### config.mk
export PLATFORM = sky130hd
export DESIGN_NAME = serial_clmul
export DESIGN_NICKNAME = d
export VERILOG_FILES = /design/src/design/serial_clmul.sv
export VERILOG_INCLUDE_DIRS = /design/src /design/src/design
export SDC_FILE = /design/constraint.sdc
export NUM_CORES = 1
export LEC_CHECK = 0
export BUFFER_PORTS_ARGS = -buffer_cell sky130_fd_sc_hd__buf_2
export CELL_PAD_IN_SITES_DETAIL_PLACEMENT = 0
export CELL_PAD_IN_SITES_GLOBAL_PLACEMENT = 1
export CORE_ASPECT_RATIO = 0.75
export CORE_UTILIZATION = 42
export CTS_CLUSTER_SIZE = 28
export DETAILED_ROUTE_END_ITERATION = 8
export GPL_TIMING_DRIVEN = 0
export MAX_ROUTING_LAYER = met4
export PLACE_DENSITY = 0.85
export SLEW_MARGIN = 0
export SYNTH_ARGS = -nofsm -noshare
export SYNTH_HDL_FRONTEND = slang
export SYNTH_SLANG_ARGS = --single-unit
### constraint.sdc
create_clock -name clk -period 2.88 [get_ports clk]
set_input_delay 0.576 -clock clk [delete_from_list [all_inputs] [get_ports clk]]
set_output_delay 0.576 -clock clk [all_outputs]
set_load 0.02 [all_outputs]
### src/design/kara_cfg.svh
/*
 * Width settings for the two-way Karatsuba GF(2) multiplier.
 * Included by the packages and modules that size or slice operands.
 */
`ifndef KARA_CFG_SVH
`define KARA_CFG_SVH

// Full operand width
`define KARA_W 409

// Low half width, also the shift of the middle term
`define KARA_SPLIT 204

// High half and half-sum width
`define KARA_HI_W 205

// Serial steps per job, set by the widest serial operand
`define KARA_ITER 205

// Bit counter width, must hold KARA_ITER - 1
`define KARA_CNT_W 8

`endif
### src/design/serial_clmul.sv
/*
 * Bit-serial shift-and-XOR carry-less multiplier.
 * A go pulse starts a job of KARA_ITER steps, x and y must stay stable until done.
 */
`timescale 1ns/1ps
`include "kara_cfg.svh"

module serial_clmul #(
	parameter type operand_t = logic [7:0],
	parameter type product_t = logic [14:0]
) (
	input  logic     clk,
	input  logic     rst,
	input  logic     go,
	input  operand_t x,
	input  operand_t y,
	output product_t p,
	output logic     done
);

	// x padded to the step count so that unused upper steps read zero
	logic [`KARA_ITER-1:0] x_ext;

	product_t              acc;
	logic [`KARA_CNT_W-1:0] cnt;
	logic                  run;

	// Step inputs, restarted from zero on go
	product_t              base;
	logic [`KARA_CNT_W-1:0] idx;
	product_t              term;

	assign x_ext = `KARA_ITER'(x);

	always_comb begin
		base = go ? '0 : acc;
		idx  = go ? '0 : cnt;
		if (x_ext[idx])
			term = product_t'(y) << idx;
		else
			term = '0;
	end

	// The go cycle already handles bit 0
	always_ff @(posedge clk) begin
		if (go || run)
			acc <= base ^ term;
	end

	always_ff @(posedge clk) begin
		if (rst) begin
			cnt  <= '0;
			run  <= 1'b0;
			done <= 1'b0;
		end else begin
			done <= 1'b0;
			if (go || run) begin
				if (idx == `KARA_CNT_W'(`KARA_ITER - 1)) begin
					cnt  <= '0;
					run  <= 1'b0;
					done <= 1'b1;
				end else begin
					cnt <= idx + 1'b1;
					run <= 1'b1;
				end
			end
		end
	end

	assign p = acc;

endmodule

==> out/qor.yml, run 1 <==
worst_setup_path:
  r2r-end: "p[6]"
  end_kind: "register"
  worstSetupStartpointType: "register"
  critPathKind: "register to register"
  rr_worst_depth: 7
  worst-path-max-fanout: 6
  required_ps: 2900
  rr_startpoint: "cnt[2]"
  rrSetupSlack_ps: 500
  crit_path_end: "p[6]"
  critPathLaunch: "cnt[2]"
  cp.arrival_ps: 2400
timing:
  relSlewSlack_pct: 50.55
  period_share_pct: 82.60
  period_needed_ps: 2379
  clock.fmax_ghz: 0.4204
  setup_viol: 0
  worst_pin_slew_ps: 741.0
  slew_violations: 0
  hold_viol_final: 0
  skew_ps: 2.340
  whs_ps: 544.9
  setup_slack_ps: 501.1
  grt_setup_unrepaired: "no"
  fin_setup_tns_ps: 0
global_routing:
  overflow: 0
  grtUsageTotal_pct: 24.12
  grt_pass1_wl_microns: 8314
  first_global_vias: 1655
  grt_start_max_net_pins: 17
  antenna_found_initial: 0
routing:
  met2_wirelength_microns: 2035
  routed_wl_microns: 5231
  drt_iter0_markers: 121
  vias: 1808
  viasPerCell: 5.740
  wl_met3_microns: 514
  postRouteAntennaNets: 0
  dr.max_layer_used: "met4"
  drc: 0
  first_pass_iters: 4
  wl_per_cell_microns: 16.61
  wl_met1_microns: 2656
yosys:
  ys_ff_latch: 25
  synth.most_common_cell: "nor2_1"
  syn_area_per_cell_sq_um: 8.629
  synth_edf_count: 15
  synth.distinct_cells: 53
  async_reset_ff_share_pct: 0
  yosysWarnings: 0
  synth_top_area_cell: "edfxtp_1"
  synth_area_leaders: "edfxtp_1 23%, dfxtp_1 10%, nor2_1 6.4%"
  synth_ff_type: "edfxtp_1"
  syn_area_sq_um: 1924
  synthTopCellsByCount: "33 x nor2_1, 19 x nand2_1, 15 x edfxtp_1"
  synth-seq-area-share_pct: 33.81
  synth_nets: 244
  yosysTopAreaCellShare_pct: 23.41
  synthesis.instances: 223
final_layout:
  fin_nets: 282
  syn2layout_area_growth_pct: 14.50
  drive_gt1_share_pct: 20.77
  utilization_pct: 52.10
  insertedDiodeCount: 0
power_and_ir_drop:
  total_power_uw: 916.0
  p_leak_nw: 0.8332
  p_per_area_nw_per_um2: 415.7
  irDropWorstVdd_v: 0.0002362
floorplan:
  core_sq_um: 4229
  die_h_microns: 60.62
  die_area_sq_um: 4859
  die_w_microns: 80.16
  start_util_pct: 45.50
  rows: 20
  ios: 35
place:
  dp_slack_ps: 231.5
  io_buffers: 33
  gp_congestion: 0.9239
  dp_hpwl_microns: 3786
hold_path:
  hold_class: "register to register"
clock_network:
  cts_resized: 0
  clock_latency_ps: 270
  ctsRootBufferMaster: "clkbuf_8"
  cts_tree: "done"
  cts_hold_buf: 0
  post_cts_buffers: 0
  cts_made_buffers: 3
  clock-sinks: 25
  clockBufferDepth: 2
  clkTransAtPathRegs_ps: 90
  h-tree-depth: 1
flow_run:
  max_cap_violations: 0
run_status:
  outcome: "complete, no violations"
==> through the flow <==
stage / cell area, sq um / cells
global route: 2203 / 315
finish: 2203 / 315
global placement: 2158 / 311
detailed placement: 2158 / 311
CTS: 2203 / 315
floorplan: 1924 / 223
==> critical path: stages, from the launching register on <==
cell and delay [ps]:
dfxtp_1 440, nor2b_2 400, a221oi_4 70, a22oi_2 360, or2_1 150, buf_2 170
nor4b_1 70, or4_1 470
==> cell families after synthesis <==
family / Yosys count / share of synthesized area, %
and+or+nand+nor: 99 / 25.75
AOI/OAI and AO/OA: 52 / 18.47
DFF: 25 / 33.81
buffers and inverters: 23 / 5.786
muxes: 14 / 11.25
xor gates and xnor gates: 8 / 3.641
adders and majority gates: 2 / 1.300
==> registers in the layout (all words and copies together), names as in the netlist <==
name,cells
p,15
cnt,8
done,1
run,1
==> per-layer routing <==
layer	track usage [%]	vias to the layer above
met5	-	-
met4	6.888	0
met3	6.466	2
met2	31.62	74
met1	35.63	842
li1	-	890
==> how the worst min path moves through the flow <==
stage | from | slack [ps] | depth (start not counted) | end
2_1_floorplan | cnt[7] | 490 | 2 | cnt[7]
6_report | cnt[7] | 540 | 2 | cnt[7]
4_1_cts | cnt[7] | 540 | 2 | cnt[7]
3_5_place_dp | cnt[7] | 530 | 2 | cnt[7]
3_3_place_gp | cnt[7] | 520 | 2 | cnt[7]
5_1_grt | cnt[7] | 600 | 2 | cnt[7]
==> cell usage in the layout, fill, tap and decap left out, types with 2 or more instances in the layout <==
cell / count
a21oi_1: 13
a22oi_1: 2
a31oi_1: 4
a41oi_1: 2
and2_1: 4
and3_1: 4
buf_2: 35
buf_4: 2
buf_6: 2
clkbuf_1: 7
clkbuf_8: 3
dfxtp_1: 10
edfxtp_1: 15
ha_1: 2
inv_1: 9
mux2i_1: 7
mux4_1: 3
mux4_2: 2
nand2_1: 19
nand3_1: 8
nand4_1: 3
nor2_1: 33
nor2b_1: 8
nor3_1: 7
nor4_1: 3
o2111ai_1: 2
o211ai_1: 4
o21ai_0: 13
o31ai_1: 2
xnor2_1: 8
==> where the power goes <==
| part | internal (mW) | switching, mW | leakage, nW | total (mW) |
|---|---|---|---|---|
| clock network | 0.0993 | 0.120 | 0.0228 | 0.219 |
| logic | 0.101 | 0.154 | 0.570 | 0.255 |
| registers | 0.419 | 0.0231 | 0.240 | 0.442 |
| total | 0.619 | 0.297 | 0.833 | 0.916 |
==> area by class of cell <==
class / instances / area (sq um)
clock buffers: 4 / 45.04
well taps: 55 / 68.82
fillers: 410 / 2026
plain buffers: 13 / 73.82
repair buffers: 33 / 165.2
flip-flops and latches: 25 / 650.6
multi-input cells: 175 / 1162
inverters: 10 / 37.54
No activity file was read; power rests on OpenSTA's default activity.
==> run 2: changes to the inputs <==
- clock period: 2.88 -> 2.3 ns (I/O delays scaled with it)
==> out/qor.yml, run 2 (synthesized netlist as in run 1, its figures left out) <==
worst_setup_path:
  cp.arrival_ps: 2260
  required_ps: 2320
  crit_chain: "buf_6 > nor2b_4 > buf_8 > a221oi_4 > a22oi_2 > o311a_1 > or4_1"
  path_buf_inv: 2
  worst-path-max-fanout: 8
  critPathKind: "register to register"
  slowest_delay_ps: 510
  r2r-end: "p[6]"
  rr_worst_depth: 7
  end_kind: "register"
  worstSetupStartpointType: "register"
  critPathTopFamily: "compound AO/OA/AOI/OAI gates"
  slowest_stage: "or4_1"
  rrSetupSlack_ps: 60
  rr_startpoint: "cnt[1]"
final_layout:
  insertedDiodeCount: 0
  fin_nets: 286
  nFillCells: 408
  drive_gt1_share_pct: 25.00
  finish.instance_area_sq_um: 2277
  final_common_cell: "buf_2"
  layout_common_cells: "35 x buf_2, 31 x nor2_1, 19 x nand2_1, 15 x edfxtp_1, 13 x o21ai_0"
  syn2layout_area_growth_pct: 18.34
  largest_reg_flops: 15
  utilization_pct: 53.85
  final_cells: 319
routing:
  vias: 1864
  dr.max_layer_used: "met4"
  wl_met1_microns: 2620
  wl_met3_microns: 541
  wl_per_cell_microns: 16.44
  drc: 0
  met2_wirelength_microns: 2050
  drt_iter0_markers: 130
  routed_wl_microns: 5244
  first_pass_iters: 6
  viasPerCell: 5.843
  postRouteAntennaNets: 0
global_routing:
  grtUsageTotal_pct: 24.12
  antenna_found_initial: 0
  first_global_vias: 1659
  grt_start_max_net_pins: 17
  overflow: 0
  grt_pass1_wl_microns: 8314
hold_path:
  hold_class: "register to register"
  hold_depth: 2
  hold_start: "cnt[7]"
  holdPathEnd: "cnt[7]"
power_and_ir_drop:
  p_leak_nw: 0.8590
  irDropWorstVdd_v: 0.0003029
  total_power_mw: 1.167
  p_per_area_nw_per_um2: 512.4
clock_network:
  clockBufferDepth: 2
  ctsRootBufferMaster: "clkbuf_8"
  cts_made_buffers: 3
  h-tree-depth: 1
  cts_hold_buf: 0
  clock-sinks: 25
  cts_tree: "done"
  clock_latency_ps: 280
  clkTransAtPathRegs_ps: 90
floorplan:
  die_area_sq_um: 4859
  die_h_microns: 60.62
  core_sq_um: 4229
  start_util_pct: 45.50
  die_w_microns: 80.16
  ios: 35
  rows: 20
timing:
  relSlewSlack_pct: 55.38
  hold_viol_final: 0
  period_share_pct: 97.39
  whs_ps: 547.1
  skew_ps: 2.757
  setup_viol: 0
  setup_slack_ps: 59.93
  slew_violations: 0
  fin_setup_tns_ps: 0
  clock.fmax_ghz: 0.4464
  worst_pin_slew_ps: 668.6
  period_needed_ps: 2240
  grt_setup_unrepaired: "yes"
place:
  gp_congestion: 0.9239
  dp.cells: 311
  dp_slack_ps: -232.5
  io_buffers: 33
  placed_area_sq_um: 2158
  dp_hpwl_microns: 3786
flow_run:
  max_cap_violations: 0
run_status:
  outcome: "complete, no violations"
-- run 2: cell count changes in the layout (fill, tap and decap cells not counted), sizes merged --
cell,before,now
buf,40,44
clkinvlp,0,1
inv,10,9
-- run 2: tightest hold or removal path: stages, from the launching register on --
cell and delay (ps):
dfxtp_1 360, nand3_1 80, a21oi_1 60
-- run 2: worst max-delay path by stage --
stage / start / to / slack, ps / depth (start not counted)
after floorplan: go / p[6] / 140 / 8
final: cnt[1] / p[6] / 60 / 7
after detailed placement: go / p[6] / -230 / 9
after global routing: cnt[1] / p[6] / -2 / 7
after CTS: cnt[1] / p[6] / 40 / 7
after global placement: go / p[6] / -230 / 9
-- run 2: what timing repair did --
action	in CTS	in global routing
buffers inserted	1	3
gates resized for setup	1	14
pin swaps	1	2
cloned	0	0
endpoints found under the setup margin	1	24
-- run 2: metal layers --
layer,vias to the layer above,track usage (%)
li1,898,-
met1,866,35.63
met2,96,31.62
met3,4,6.466
met4,0,6.888
met5,-,-
-- run 2: report_power, final --
part	switching, mW	internal (mW)	total, mW
clock	0.152	0.124	0.276
sequential	0.0298	0.525	0.555
combinational	0.198	0.137	0.335
total	0.380	0.787	1.17
-- run 2: cell type report --
class	instances	area, sq um	share of cell area (%)
Inverter	10	43.79	1.923
Timing Repair Buffer	37	195.2	8.571
Buffer	13	83.83	3.681
Clock buffer	4	45.04	1.978
Sequential cell	25	651.9	28.63
Multi-Input combinational cell	175	1189	52.20
Tap cell	55	68.82	3.022
